==> src/verilog/tart_params.svh <==
`ifndef TART_PARAMS_SVH
`define TART_PARAMS_SVH

// ------------------------------
// Array geometry
// ------------------------------
`define TART_ANTENNAE    4   // Receiver channels, one bit each
`define TART_ACCUM_BITS  16  // Width of one agreement counter
`define TART_BLOCK_LEN   32  // Samples per correlation block

// ------------------------------
// Raw-data buffer and host bus
// ------------------------------
`define TART_FIFO_DEPTH  16  // Power of two, pointers wrap naturally
`define TART_BUS_BITS    8   // Host data width
`define TART_ADR_BITS    3   // Host register address width

`endif

==> src/verilog/tart_pkg.sv <==
`default_nettype none

`include "tart_params.svh"

package tart_pkg;

    // Antenna pairs, (0,1) first and (N-2,N-1) last
    localparam int NUM_PAIRS = `TART_ANTENNAE * (`TART_ANTENNAE - 1) / 2;

    typedef logic [`TART_ACCUM_BITS-1:0] vis_t;  // One agreement count

    // ------------------------------
    // Data path
    // ------------------------------
    typedef struct packed {
        logic                      valid;  // High for one cycle per new sample
        logic [`TART_ANTENNAE-1:0] ant;    // Bit per antenna, antenna 0 at LSB
    } sample_t;

    // ------------------------------
    // Host bus, strobe in and ack out
    // ------------------------------
    typedef struct packed {
        logic                      stb;
        logic                      we;
        logic [`TART_ADR_BITS-1:0] adr;
        logic [`TART_BUS_BITS-1:0] wdata;
    } bus_req_t;

    typedef struct packed {
        logic                      ack;    // One cycle after stb
        logic [`TART_BUS_BITS-1:0] rdata;  // Valid with ack
    } bus_rsp_t;

    // CTRL register, cap_en at bit 3 down to cor_en at bit 0
    typedef struct packed {
        logic cap_en;
        logic fake_en;
        logic acq_en;
        logic cor_en;
    } ctrl_t;

    // Register map
    typedef enum logic [`TART_ADR_BITS-1:0] {
        CTRL      = 3'd0,
        STATUS    = 3'd1,
        VIS_IDX   = 3'd2,
        VIS_LO    = 3'd3,
        VIS_HI    = 3'd4,
        ACQ_DATA  = 3'd5,
        ACQ_LEVEL = 3'd6   // 7 left unmapped
    } reg_addr_e;

    typedef enum logic {
        SRC_LIVE = 1'b0,  // Receiver bits
        SRC_FAKE = 1'b1   // LFSR bits
    } src_mode_e;

endpackage

`default_nettype wire

==> src/verilog/tart_capture.sv <==
`default_nettype none
`timescale 1ns/1ps

`include "tart_params.svh"

module tart_capture (
    input  wire                      clock_b,
    input  wire                      arst_n_i,
    input  wire [`TART_ANTENNAE-1:0] antenna_i,     // Already aligned to strobe
    input  wire                      sample_stb_i,
    input  wire tart_pkg::ctrl_t     ctrl_i,
    output tart_pkg::sample_t        sample_o
);
    import tart_pkg::*;

    localparam logic [15:0] LFSR_SEED = 16'hACE1;

    src_mode_e                 src_mode;
    logic                      accept;    // Strobe taken this cycle
    logic                      lfsr_fb;
    logic [15:0]               lfsr_q;
    logic                      valid_q;
    logic [`TART_ANTENNAE-1:0] ant_q;

    assign src_mode = ctrl_i.fake_en ? SRC_FAKE : SRC_LIVE;
    assign accept   = sample_stb_i && ctrl_i.cap_en;

    // ------------------------------
    // Fake source
    // ------------------------------
    // Fibonacci form, taps 16 14 13 11, shifting toward the LSB
    assign lfsr_fb = lfsr_q[0] ^ lfsr_q[2] ^ lfsr_q[3] ^ lfsr_q[5];

    always_ff @(posedge clock_b or negedge arst_n_i) begin
        if (!arst_n_i) begin
            lfsr_q <= LFSR_SEED;
        end else if (accept && src_mode == SRC_FAKE) begin
            lfsr_q <= {lfsr_fb, lfsr_q[15:1]};  // Step after its bits are taken
        end
    end

    // ------------------------------
    // Sample register
    // ------------------------------
    always_ff @(posedge clock_b or negedge arst_n_i) begin
        if (!arst_n_i) begin
            valid_q <= 1'b0;
        end else begin
            valid_q <= accept;  // One-cycle flag per strobe
        end
    end

    always_ff @(posedge clock_b) begin
        if (accept) begin
            if (src_mode == SRC_FAKE) begin
                ant_q <= lfsr_q[`TART_ANTENNAE-1:0];  // Current state, low bits
            end else begin
                ant_q <= antenna_i;
            end
        end
    end

    assign sample_o = '{valid: valid_q, ant: ant_q};

endmodule

`default_nettype wire

==> src/verilog/tart_correlator.sv <==
`default_nettype none
`timescale 1ns/1ps

`include "tart_params.svh"

module tart_correlator (
    input  wire                      clock_b,
    input  wire                      arst_n_i,
    input  wire tart_pkg::sample_t   sample_i,
    input  wire                      cor_en_i,
    input  wire                      stat_rd_i,      // STATUS read, clears block_ready
    input  wire [2:0]                vis_idx_i,
    output tart_pkg::vis_t           vis_o,
    output logic [3:0]               block_cnt_o,
    output logic                     block_ready_o
);
    import tart_pkg::*;

    localparam int N        = `TART_ANTENNAE;
    localparam int BLK      = `TART_BLOCK_LEN;
    localparam int CNT_BITS = $clog2(BLK);

    logic [NUM_PAIRS-1:0] agree;         // Pair bits equal
    logic                 take;          // Sample accumulated this cycle
    logic                 last;          // Closes the block
    logic [CNT_BITS-1:0]  smp_cnt_q;
    vis_t                 acc_q  [NUM_PAIRS];
    vis_t                 bank_q [NUM_PAIRS];
    logic [3:0]           block_cnt_q;
    logic                 block_ready_q;

    // ------------------------------
    // Pair comparators
    // ------------------------------
    // Row-major over i<j, so index 0 is (0,1) and index 5 is (2,3)
    for (genvar i = 0; i < N; i++) begin : g_row
        for (genvar j = i + 1; j < N; j++) begin : g_col
            localparam int P = i * (2 * N - i - 1) / 2 + (j - i - 1);
            assign agree[P] = sample_i.ant[i] ~^ sample_i.ant[j];
        end
    end

    assign take = sample_i.valid && cor_en_i;
    assign last = take && (smp_cnt_q == CNT_BITS'(BLK - 1));

    // ------------------------------
    // Accumulators and block control
    // ------------------------------
    always_ff @(posedge clock_b or negedge arst_n_i) begin
        if (!arst_n_i) begin
            smp_cnt_q     <= '0;
            block_cnt_q   <= '0;
            block_ready_q <= 1'b0;
            for (int p = 0; p < NUM_PAIRS; p++) begin
                acc_q[p] <= '0;
            end
        end else begin
            if (take) begin
                smp_cnt_q <= smp_cnt_q + 1'b1;  // Wraps at block length
                for (int p = 0; p < NUM_PAIRS; p++) begin
                    if (last) begin
                        acc_q[p] <= '0;  // Fresh block
                    end else begin
                        acc_q[p] <= acc_q[p] + vis_t'(agree[p]);
                    end
                end
            end
            if (last) begin
                block_cnt_q   <= block_cnt_q + 1'b1;
                block_ready_q <= 1'b1;  // Set wins over a same-cycle read
            end else if (stat_rd_i) begin
                block_ready_q <= 1'b0;
            end
        end
    end

    // Read bank, final count includes the closing sample
    always_ff @(posedge clock_b) begin
        if (last) begin
            for (int p = 0; p < NUM_PAIRS; p++) begin
                bank_q[p] <= acc_q[p] + vis_t'(agree[p]);
            end
        end
    end

    // ------------------------------
    // Read-back
    // ------------------------------
    always_comb begin
        if (int'(vis_idx_i) < NUM_PAIRS) begin
            vis_o = bank_q[vis_idx_i];
        end else begin
            vis_o = '0;  // Indexes 6 and 7
        end
    end

    assign block_cnt_o   = block_cnt_q;
    assign block_ready_o = block_ready_q;

    // Count can never pass the samples seen in one block
    for (genvar p = 0; p < NUM_PAIRS; p++) begin : g_chk
        a_acc_bound : assert property (
            @(posedge clock_b) disable iff (!arst_n_i)
            acc_q[p] <= vis_t'(BLK)
        );
    end

endmodule

`default_nettype wire

==> src/verilog/tart_acquire.sv <==
`default_nettype none
`timescale 1ns/1ps

`include "tart_params.svh"

module tart_acquire (
    input  wire                               clock_b,
    input  wire                               arst_n_i,
    input  wire tart_pkg::sample_t            sample_i,
    input  wire                               acq_en_i,
    input  wire                               pop_i,
    input  wire                               clr_flags_i,
    output logic [`TART_ANTENNAE-1:0]         head_o,       // Zero when empty
    output logic [$clog2(`TART_FIFO_DEPTH):0] level_o,
    output logic                              empty_o,
    output logic                              overflow_o,
    output logic                              underflow_o
);
    localparam int DEPTH    = `TART_FIFO_DEPTH;
    localparam int PTR_BITS = $clog2(DEPTH);

    logic [`TART_ANTENNAE-1:0] mem_q [DEPTH];
    logic [PTR_BITS-1:0]       wr_ptr_q;
    logic [PTR_BITS-1:0]       rd_ptr_q;
    logic [PTR_BITS:0]         level_q;
    logic                      full;
    logic                      empty;
    logic                      push_req;
    logic                      push;
    logic                      pop;

    assign full     = (level_q == (PTR_BITS + 1)'(DEPTH));
    assign empty    = (level_q == '0);
    assign push_req = sample_i.valid && acq_en_i;
    assign push     = push_req && !full;   // Full FIFO drops the word
    assign pop      = pop_i && !empty;

    // ------------------------------
    // Storage
    // ------------------------------
    always_ff @(posedge clock_b) begin
        if (push) begin
            mem_q[wr_ptr_q] <= sample_i.ant;
        end
    end

    // ------------------------------
    // Pointers, level and flags
    // ------------------------------
    always_ff @(posedge clock_b or negedge arst_n_i) begin
        if (!arst_n_i) begin
            wr_ptr_q    <= '0;
            rd_ptr_q    <= '0;
            level_q     <= '0;
            overflow_o  <= 1'b0;
            underflow_o <= 1'b0;
        end else begin
            if (push) wr_ptr_q <= wr_ptr_q + 1'b1;
            if (pop) rd_ptr_q <= rd_ptr_q + 1'b1;
            case ({push, pop})
                2'b10:   level_q <= level_q + 1'b1;
                2'b01:   level_q <= level_q - 1'b1;
                default: level_q <= level_q;  // Both or neither
            endcase
            // Sticky until a CTRL write, a new event wins
            if (push_req && full) begin
                overflow_o <= 1'b1;
            end else if (clr_flags_i) begin
                overflow_o <= 1'b0;
            end
            if (pop_i && empty) begin
                underflow_o <= 1'b1;
            end else if (clr_flags_i) begin
                underflow_o <= 1'b0;
            end
        end
    end

    assign head_o  = empty ? '0 : mem_q[rd_ptr_q];
    assign level_o = level_q;
    assign empty_o = empty;

    a_level_bound : assert property (
        @(posedge clock_b) disable iff (!arst_n_i)
        level_q <= (PTR_BITS + 1)'(DEPTH)
    );

endmodule

`default_nettype wire

==> src/verilog/tart_control.sv <==
`default_nettype none
`timescale 1ns/1ps

`include "tart_params.svh"

module tart_control (
    input  wire                               clock_b,
    input  wire                               arst_n_i,
    input  wire tart_pkg::bus_req_t           bus_req_i,
    output tart_pkg::bus_rsp_t                bus_rsp_o,
    output tart_pkg::ctrl_t                   ctrl_o,
    output logic [2:0]                        vis_idx_o,
    output logic                              stat_rd_o,    // STATUS read this cycle
    output logic                              acq_pop_o,    // ACQ_DATA read this cycle
    output logic                              clr_flags_o,  // CTRL write this cycle
    input  wire tart_pkg::vis_t               vis_i,
    input  wire [3:0]                         block_cnt_i,
    input  wire                               block_ready_i,
    input  wire [`TART_ANTENNAE-1:0]          head_i,
    input  wire [$clog2(`TART_FIFO_DEPTH):0]  level_i,
    input  wire                               empty_i,
    input  wire                               overflow_i,
    input  wire                               underflow_i
);
    import tart_pkg::*;

    localparam int BW  = `TART_BUS_BITS;
    localparam int LVB = $clog2(`TART_FIFO_DEPTH) + 1;

    reg_addr_e       adr;
    logic            rd_stb;
    logic            wr_stb;
    logic [BW-1:0]   status;
    logic [BW-1:0]   rdata_d;
    ctrl_t           ctrl_q;
    logic [2:0]      vis_idx_q;
    logic            ack_q;
    logic [BW-1:0]   rdata_q;

    assign adr    = reg_addr_e'(bus_req_i.adr);
    assign rd_stb = bus_req_i.stb && !bus_req_i.we;
    assign wr_stb = bus_req_i.stb && bus_req_i.we;

    // Side effects land on the strobe edge, same as the read capture
    assign stat_rd_o   = rd_stb && (adr == STATUS);
    assign acq_pop_o   = rd_stb && (adr == ACQ_DATA);
    assign clr_flags_o = wr_stb && (adr == CTRL);

    // ------------------------------
    // Writable registers
    // ------------------------------
    always_ff @(posedge clock_b or negedge arst_n_i) begin
        if (!arst_n_i) begin
            ctrl_q    <= '0;
            vis_idx_q <= '0;
        end else if (wr_stb) begin
            case (adr)
                CTRL:    ctrl_q    <= ctrl_t'(bus_req_i.wdata[$bits(ctrl_t)-1:0]);
                VIS_IDX: vis_idx_q <= bus_req_i.wdata[2:0];
                default: ;  // Read-only and unmapped, dropped
            endcase
        end
    end

    // ------------------------------
    // Read mux
    // ------------------------------
    assign status = {overflow_i, underflow_i, empty_i, block_ready_i, block_cnt_i};

    always_comb begin
        case (adr)
            CTRL:      rdata_d = {{(BW - $bits(ctrl_t)){1'b0}}, ctrl_q};
            STATUS:    rdata_d = status;
            VIS_IDX:   rdata_d = {{(BW - 3){1'b0}}, vis_idx_q};
            VIS_LO:    rdata_d = vis_i[BW-1:0];
            VIS_HI:    rdata_d = vis_i[2*BW-1:BW];
            ACQ_DATA:  rdata_d = {{(BW - `TART_ANTENNAE){1'b0}}, head_i};  // Pre-pop head
            ACQ_LEVEL: rdata_d = {{(BW - LVB){1'b0}}, level_i};
            default:   rdata_d = '0;  // Address 7
        endcase
    end

    // ------------------------------
    // Response
    // ------------------------------
    always_ff @(posedge clock_b or negedge arst_n_i) begin
        if (!arst_n_i) begin
            ack_q <= 1'b0;
        end else begin
            ack_q <= bus_req_i.stb;  // Every strobe answered, no stall
        end
    end

    always_ff @(posedge clock_b) begin
        if (rd_stb) begin
            rdata_q <= rdata_d;
        end
    end

    assign bus_rsp_o = '{ack: ack_q, rdata: rdata_q};
    assign ctrl_o    = ctrl_q;
    assign vis_idx_o = vis_idx_q;

    a_ack_after_stb : assert property (
        @(posedge clock_b) disable iff (!arst_n_i)
        bus_rsp_o.ack |-> $past(bus_req_i.stb)
    );

endmodule

`default_nettype wire

==> src/verilog/tart_top.sv <==
`default_nettype none
`timescale 1ns/1ps

`include "tart_params.svh"

module tart_top (
    input  wire                      clock_b,
    input  wire                      arst_n_i,
    input  wire [`TART_ANTENNAE-1:0] antenna_i,
    input  wire                      sample_stb_i,
    input  wire tart_pkg::bus_req_t  bus_req_i,
    output tart_pkg::bus_rsp_t       bus_rsp_o
);
    import tart_pkg::*;

    // ------------------------------
    // Internal wiring
    // ------------------------------
    ctrl_t                            ctrl;
    sample_t                          sample;       // Feeds both consumers
    vis_t                             vis;
    logic [2:0]                       vis_idx;
    logic                             stat_rd;
    logic                             acq_pop;
    logic                             clr_flags;
    logic [3:0]                       block_cnt;
    logic                             block_ready;
    logic [`TART_ANTENNAE-1:0]        head;
    logic [$clog2(`TART_FIFO_DEPTH):0] level;
    logic                             empty;
    logic                             overflow;
    logic                             underflow;

    tart_capture tart_capture_inst (
        .clock_b      (clock_b),
        .arst_n_i     (arst_n_i),
        .antenna_i    (antenna_i),
        .sample_stb_i (sample_stb_i),
        .ctrl_i       (ctrl),
        .sample_o     (sample)
    );

    tart_correlator tart_correlator_inst (
        .clock_b       (clock_b),
        .arst_n_i      (arst_n_i),
        .sample_i      (sample),
        .cor_en_i      (ctrl.cor_en),
        .stat_rd_i     (stat_rd),
        .vis_idx_i     (vis_idx),
        .vis_o         (vis),
        .block_cnt_o   (block_cnt),
        .block_ready_o (block_ready)
    );

    tart_acquire tart_acquire_inst (
        .clock_b     (clock_b),
        .arst_n_i    (arst_n_i),
        .sample_i    (sample),
        .acq_en_i    (ctrl.acq_en),
        .pop_i       (acq_pop),
        .clr_flags_i (clr_flags),
        .head_o      (head),
        .level_o     (level),
        .empty_o     (empty),
        .overflow_o  (overflow),
        .underflow_o (underflow)
    );

    // Host side, merges both result paths
    tart_control tart_control_inst (
        .clock_b       (clock_b),
        .arst_n_i      (arst_n_i),
        .bus_req_i     (bus_req_i),
        .bus_rsp_o     (bus_rsp_o),
        .ctrl_o        (ctrl),
        .vis_idx_o     (vis_idx),
        .stat_rd_o     (stat_rd),
        .acq_pop_o     (acq_pop),
        .clr_flags_o   (clr_flags),
        .vis_i         (vis),
        .block_cnt_i   (block_cnt),
        .block_ready_i (block_ready),
        .head_i        (head),
        .level_i       (level),
        .empty_i       (empty),
        .overflow_i    (overflow),
        .underflow_i   (underflow)
    );

endmodule

`default_nettype wire

==> config.mk <==
export PLATFORM = sky130hd
export DESIGN_NAME = tart_top
export DESIGN_NICKNAME = d
export VERILOG_FILES = /design/src/verilog/tart_pkg.sv /design/src/verilog/tart_capture.sv /design/src/verilog/tart_correlator.sv /design/src/verilog/tart_acquire.sv /design/src/verilog/tart_control.sv /design/src/verilog/tart_top.sv
export VERILOG_INCLUDE_DIRS = /design/src /design/src/verilog
export SDC_FILE = /design/constraint.sdc
export NUM_CORES = 1
export LEC_CHECK = 0
export BUFFER_PORTS_ARGS = -buffer_cell sky130_fd_sc_hd__buf_2
export CORE_AREA = 8 8 240 242
export DETAILED_ROUTE_END_ITERATION = 16
export DIE_AREA = 0 0 248 250
export PLACE_DENSITY = 0.4
export SETUP_SLACK_MARGIN = 0.3
export SLEW_MARGIN = 20
export SYNTH_ARGS = -nofsm -noshare
export SYNTH_HDL_FRONTEND = slang
export SYNTH_SLANG_ARGS = --single-unit
==> constraint.sdc <==
create_clock -name clock_b -period 4.9 [get_ports clock_b]
set_clock_uncertainty 0.05 [all_clocks]
set_input_delay 0.98 -clock clock_b [delete_from_list [all_inputs] [get_ports clock_b]]
set_output_delay 0.98 -clock clock_b [all_outputs]
set_load 0.01 [all_outputs]
Word-level counts from Yosys, hierarchy flattened
Memory sizes are Yosys's and may differ from the RTL's.
Index checks and enable logic that the tools add are counted.
{"block": "totals", "ram_bits": 160, "word_cells": 104, "memories": 2, "input_bits": 20, "ff_bits": 158}
{"name": "tart_correlator_inst.bank_q", "depth": 6, "width": 16, "read_ports": 1, "rd_clocked_by_memory_dff": 0, "write_ports": 6, "line": "tart_correlator.sv:28", "rtl": "vis_t bank_q [NUM_PAIRS];"}
{"name": "tart_acquire_inst.mem_q", "depth": 16, "width": 4, "read_ports": 1, "rd_clocked_by_memory_dff": 0, "write_ports": 1, "line": "tart_acquire.sv:22", "rtl": "logic [`TART_ANTENNAE-1:0] mem_q [DEPTH];"}
{"block": "classes", "add_sub_neg": 12, "mux": 21, "reduce_logical": 25, "n_bitwise": 9, "order_cmp": 1, "n_eq_ne": 10}
{"operator": "16-bit 2-to-1 mux", "count": 7}
{"operator": "16-bit by 1-bit adder with 16-bit output", "count": 6}
{"operator": "8-bit case mux with 7 select lines", "count": 1}
{"operator": "1-bit logical AND", "count": 14}
{"operator": "4-bit by 1-bit adder with 4-bit output (second input constant)", "count": 3}
{"operator": "5-bit by 1-bit adder with 5-bit output (second input constant)", "count": 2}
{"operator": "5-bit == test (second input constant)", "count": 2}
{"operator": "1-bit 2-to-1 mux", "count": 10}
{"operator": "5-bit case mux with 2 select lines", "count": 1}
{"operator": "3-bit == test (second input constant)", "count": 3}
{"operator": "4-bit 2-to-1 mux", "count": 2}
{"operator": "2-bit nonzero test", "count": 4}
{"operator": "3-bit by 2-bit == test with 1-bit output (second input constant)", "count": 2}
{"operator": "1-bit bitwise XNOR", "count": 6}
{"operator": "5-bit logical NOT", "count": 1}
{"operator": "5-bit by 1-bit subtractor with 5-bit output (second input constant)", "count": 1}
{"operator": "2-bit AND reduction", "count": 2}
{"operator": "3-bit by 1-bit == test with 1-bit output (second input constant)", "count": 1}
{"operator": "1-bit logical NOT", "count": 3}
{"operator": "3-bit logical NOT", "count": 1}
{"operator": "3-bit less-than comparator (second input constant)", "count": 1}
{"operator": "1-bit bitwise XOR", "count": 3}
{"operator": "2-bit by 1-bit == test with 1-bit output (second input constant)", "count": 1}
{"operator": "2-bit == test (second input constant)", "count": 1}

Logic depth before layout (Yosys ltp)
{"block": "depth", "ltp_word": 6, "mapped_depth": 13}

Cells and area by module
A second synthesis with hierarchy kept.
{"block": "unflattened", "cells_unflattened": 1237, "hier_area_um2": 15630.0}
{"module": "tart_correlator", "cells_per_inst": 903, "instances": 1, "area_per_inst_um2": 10248.6}
{"module": "tart_acquire", "cells_per_inst": 205, "instances": 1, "area_per_inst_um2": 3523.4}
{"module": "tart_control", "cells_per_inst": 80, "instances": 1, "area_per_inst_um2": 980.9}
{"module": "tart_capture", "cells_per_inst": 49, "instances": 1, "area_per_inst_um2": 877.1}

Least setup slack after synthesis
No wires, ideal clock.
{"block": "synth_timing", "path_kind": "reg-to-reg", "startpoint": "register tart_correlator_inst.smp_cnt_q[0]", "endpoint": "register tart_correlator_inst.block_cnt_q[3] (netlist: tart_correlator_inst.block_cnt_o[3])", "t_arrival_ps": 4302, "required_ps": 4718, "setup_time_ps": 132, "setup_slack_ps": 416, "path_buffers": 1, "path_stages_with_launch": 8, "period_less_slack_ps": 4484, "cell_sequence": "dfrtp_1 ha_1 and3_1 ha_1 and3_1 clkbuf_1 nand4_1 xnor2_1"}
{"block": "synth_via", "elab_chain_cells": 2}
{"element": "start, declared", "line": "tart_correlator.sv:26", "rtl": "logic [CNT_BITS-1:0] smp_cnt_q;"}
{"element": "start signal, assigned", "line": "tart_correlator.sv:59", "rtl": "smp_cnt_q <= smp_cnt_q + 1'b1;"}
{"element": "5-bit == test", "line": "tart_correlator.sv:44", "rtl": "assign last = take && (smp_cnt_q == CNT_BITS'(BLK - 1));"}
{"element": "1-bit logical AND", "line": "tart_correlator.sv:44"}
{"element": "net tart_correlator_inst.last", "line": "tart_correlator.sv:25", "rtl": "logic last;"}
{"element": "end signal, assigned", "line": "tart_correlator.sv:69", "rtl": "block_cnt_q <= block_cnt_q + 1'b1;"}
{"element": "end, declared", "line": "tart_correlator.sv:29", "rtl": "logic [3:0] block_cnt_q;"}
The timed path passes the listed nets, and every way through them passes these cells.
A chain may end at the register's enable or synchronous reset.

Worst setup path after layout
{"block": "layout_timing", "startpoint": "register tart_acquire_inst.level_q[1] (netlist: tart_acquire_inst.level_o[1])", "endpoint": "register tart_acquire_inst.level_q[4] (netlist: tart_acquire_inst.level_o[4])"}
{"block": "layout_via", "elab_chain_cells": 5, "elab_cells_between_ends": 12, "cone_classes": "add/sub (2); eq/ne (3); mux (1); reduce/logical (6)"}
{"element": "start, declared", "line": "tart_acquire.sv:25", "rtl": "logic [PTR_BITS:0] level_q;"}
{"element": "start signal, assigned", "line": "tart_acquire.sv:61", "rtl": "2'b10: level_q <= level_q + 1'b1;"}
{"element": "start signal, assigned", "line": "tart_acquire.sv:62", "rtl": "2'b01: level_q <= level_q - 1'b1;"}
{"element": "start signal, assigned", "line": "tart_acquire.sv:63", "rtl": "default: level_q <= level_q;"}
{"element": "5-bit == test / 5-bit logical NOT (equally long branches)", "line": "tart_acquire.sv:32, tart_acquire.sv:33"}
{"element": "1-bit logical NOT (on tied branches)", "line": "tart_acquire.sv:35, tart_acquire.sv:36"}
{"element": "1-bit logical AND (on tied branches)", "line": "tart_acquire.sv:35, tart_acquire.sv:36"}
{"element": "2-bit by 1-bit == test with 1-bit output / 2-bit == test (equally long branches)", "line": "tart_acquire.sv:60", "rtl": "case ({push, pop})"}
{"element": "5-bit case mux with 2 select lines / 2-bit nonzero test (equally long branches)"}
Several ways; a longest one is shown, not always the timed one.

==> flow_metrics.env <==
export IMPL_cp_top_family="compound AO/OA/AOI/OAI gates"
export IMPL_yosysSeqAreaShare_pct=59.2
export IMPL_post_cts_resized=0
export IMPL_drv_slew=0
export IMPL_layout_drive_gt1_share_pct=13.5
export IMPL_n_antenna_cell=0
export IMPL_die_w_um=248
export IMPL_path_class="reg2reg"
export IMPL_fin_nets=1225
export IMPL_row_count=85
export IMPL_h_tree_depth=2
export IMPL_yosysMostFrequentCell="edfxtp_1"
export IMPL_clock_latency_ns=0.55
export IMPL_grt_antenna_before_repair=0
export IMPL_syn_num_nets=1218
export IMPL_die_h_um=250
export IMPL_worst_path_buf_inv=1
export IMPL_clockRootBuffer="clkbuf_16"
export IMPL_dieArea_mm2=0.0620
export IMPL_gr_usage_all_layers_pct=11.6
export IMPL_ios=29
export IMPL_drc=0
export IMPL_grt_pass1_vias=9157
export IMPL_hold_ws_ns=0.411
export IMPL_initial_core_util_pct=27.9
export IMPL_syn2layout_area_growth_pct=13.7
export IMPL_yosysWarnings=0
export IMPL_dp_hpwl_mm=23.5
export IMPL_syn_inst=1175
export IMPL_ant_nets=0
export IMPL_synth_edff_count=172
export IMPL_yosysTopAreaCell="edfxtp_1"
export IMPL_setup_tns_ns=0
export IMPL_wl_mm=35.9
export IMPL_p_per_area_mw_per_mm2=402
export IMPL_cts_hold_buffers_added=0
export IMPL_ys_flop_type="edfxtp_1"
export IMPL_max_stage_delay_ns=0.74
export IMPL_cts_buffer_depth=3
export IMPL_worstPathMaxFanout=9
export IMPL_grt_start_max_net_pins=79
export IMPL_vdd_ir_drop_max_v=0.000287
export IMPL_netlist_area_mm2=0.0149
export IMPL_ys_types=57
export IMPL_ys_async_sr_fraction_pct=45.9
export IMPL_path_clk_slew_ns=0.06
export IMPL_utilization_pct=31.7
export IMPL_cap_violations=0
export IMPL_rsz0062_at_grt="no"
export IMPL_fin_crit_sh_pct=65.5
export IMPL_overflow=0
export IMPL_post_route_min_period_ns=3.21
export IMPL_holdCritPathClass="reg2reg"
export IMPL_grt_pass1_wl_mm=55.9
export IMPL_cts_made_buffers=38
export IMPL_setup_violations=0
export IMPL_synthTopCellsByCount="172 x edfxtp_1, 138 x dfrtp_1, 120 x nand2_1"
export IMPL_drt_iter0_markers=556
export IMPL_worstPathArrival_ns=3.63
export IMPL_status="finished, final reports clean"
export IMPL_clock_sinks=318
export IMPL_final_hold_violation_count=0
export IMPL_max_freq_mhz=312
export IMPL_cts_setup_buffers=0
export IMPL_total_leakage_power_nw=6.69
export IMPL_yosysTopAreaCellShare_pct=34.6
export IMPL_place_congestion=0.737
export IMPL_cp_slowest_cell="a21oi_1"
export IMPL_synth_seq_cells=318
export IMPL_dr_pass1_iters=5
export IMPL_required_ns=5.32
export IMPL_core_mm2=0.0535
export IMPL_portBuffers=24
export IMPL_power_mw=6.81
export IMPL_relSlewSlack_pct=38.5
export IMPL_syn_area_per_cell_um2=12.7
export IMPL_vias_per_cell=4.77
export IMPL_cp_cell_sequence="nor4_1 -> a21oi_1 -> inv_1 -> ha_1 -> xor2_1 -> ha_1 -> a21o_1 -> nand2_1 -> a21oi_1 -> o21bai_1 -> xnor2_1"
export IMPL_wire_per_inst_um=18.8
export IMPL_synth_area_top_cells="edfxtp_1 35%, dfrtp_1 23%, xnor2_1 4.1%, mux2i_1 3.2%, nand2_1 3.0%"
export IMPL_cts_tree="done"
export IMPL_tightest_slew_ns=0.915
export IMPL_start_kind="register"
export IMPL_vias=9092
export IMPL_endpoint_kind="register"
state kept, by name, indices dropped and copies added (netlist names), 5 cells and up:
register	flops
tart_correlator_inst.bank_q	96
tart_acquire_inst.mem_q	64
tart_capture_inst.lfsr_q	16
tart_correlator_inst.acc_q	96
tart_acquire_inst.level_o	5
tart_control_inst.rdata_q	8
tart_correlator_inst.smp_cnt_q	5
worst paths after layout:
path / startpoint / end / slack [ns] / cells past startpoint
min: tart_correlator_inst.smp_cnt_q[3] / tart_correlator_inst.smp_cnt_q[3] / 0.41 / 1
min reg2reg: tart_correlator_inst.smp_cnt_q[3] / tart_correlator_inst.smp_cnt_q[3] / 0.41 / 1
max reg2reg: tart_acquire_inst.level_o[1] / tart_acquire_inst.level_o[4] / 1.69 / 11
max in group asynchronous: arst_n_i / tart_capture_inst.lfsr_q[7] / 3.41 / 2
min in group asynchronous: arst_n_i / tart_correlator_inst.acc_q[91] / 0.42 / 1
max: tart_acquire_inst.level_o[1] / tart_acquire_inst.level_o[4] / 1.69 / 11
logic make-up after synthesis:
logic type,count (synthesis),share of synthesized area (%)
compound gates,202,8.76
xor+xnor,111,6.52
fa+ha+maj,23,1.93
buf+inv,82,2.34
flops,318,59.2
mux,106,9.97
simple gates,333,11.3
layout make-up:
| type | instances | area (um2) |
|---|---|---|
| Fill cell | 5289 | 36500 |
| Clock inverter | 23 | 211 |
| Clock buffer | 45 | 1010 |
| Sequential cell | 318 | 8830 |
| Tap cell | 696 | 871 |
| Inverter | 12 | 45.0 |
| Timing Repair Buffer | 37 | 236 |
| Multi-Input combinational cell | 775 | 5770 |
report_power, final:
| part | total, mW | switching (mW) | leakage (nW) | internal, mW |
|---|---|---|---|---|
| Sequential | 3.24 | 0.247 | 3.72 | 2.99 |
| Clock | 2.80 | 1.13 | 0.604 | 1.68 |
| Combinational | 0.772 | 0.415 | 2.37 | 0.357 |
placed cells by master (no fill, tap or decap), drive strengths merged, types with 37 or more instances in the layout:
cell / n
nand3: 52
dfrtp: 138
xor2: 42
xnor2: 69
o21ai: 79
nor2: 41
mux2i: 47
clkbuf: 45
buf: 37
edfxtp: 172
nand2: 120
per-layer routing:
metal  GRT usage (%)  part of all wire [%]  vias to the layer above
met1            16.6                    50                     4513
met2            17.5                    44                      139
met4            3.59                   2.4                        0
met3            2.42                   4.1                       53
met5               0                     0                        -
li1                -                     -                     4387
worst reg2reg max path, cell delays in order (launching register included):
cell      delay, ns
dfrtp_1        0.52
nor4_1         0.13
a21oi_1        0.74
inv_1          0.29
ha_1           0.38
xor2_1         0.18
ha_1           0.23
a21o_1         0.19
nand2_1        0.06
a21oi_1        0.06
o21bai_1       0.17
xnor2_1        0.13
per-stage QoR:
stage	setup slack (ns)	std cells	cell area [um2]
detailed placement	1.17	1838	15700
CTS	1.69	1906	17000
global route	1.36	1906	17000
floorplan	0.416	1175	14900
global placement	1.23	1838	15700
finish	1.69	1906	17000
Power figures use the tool's default switching activity.
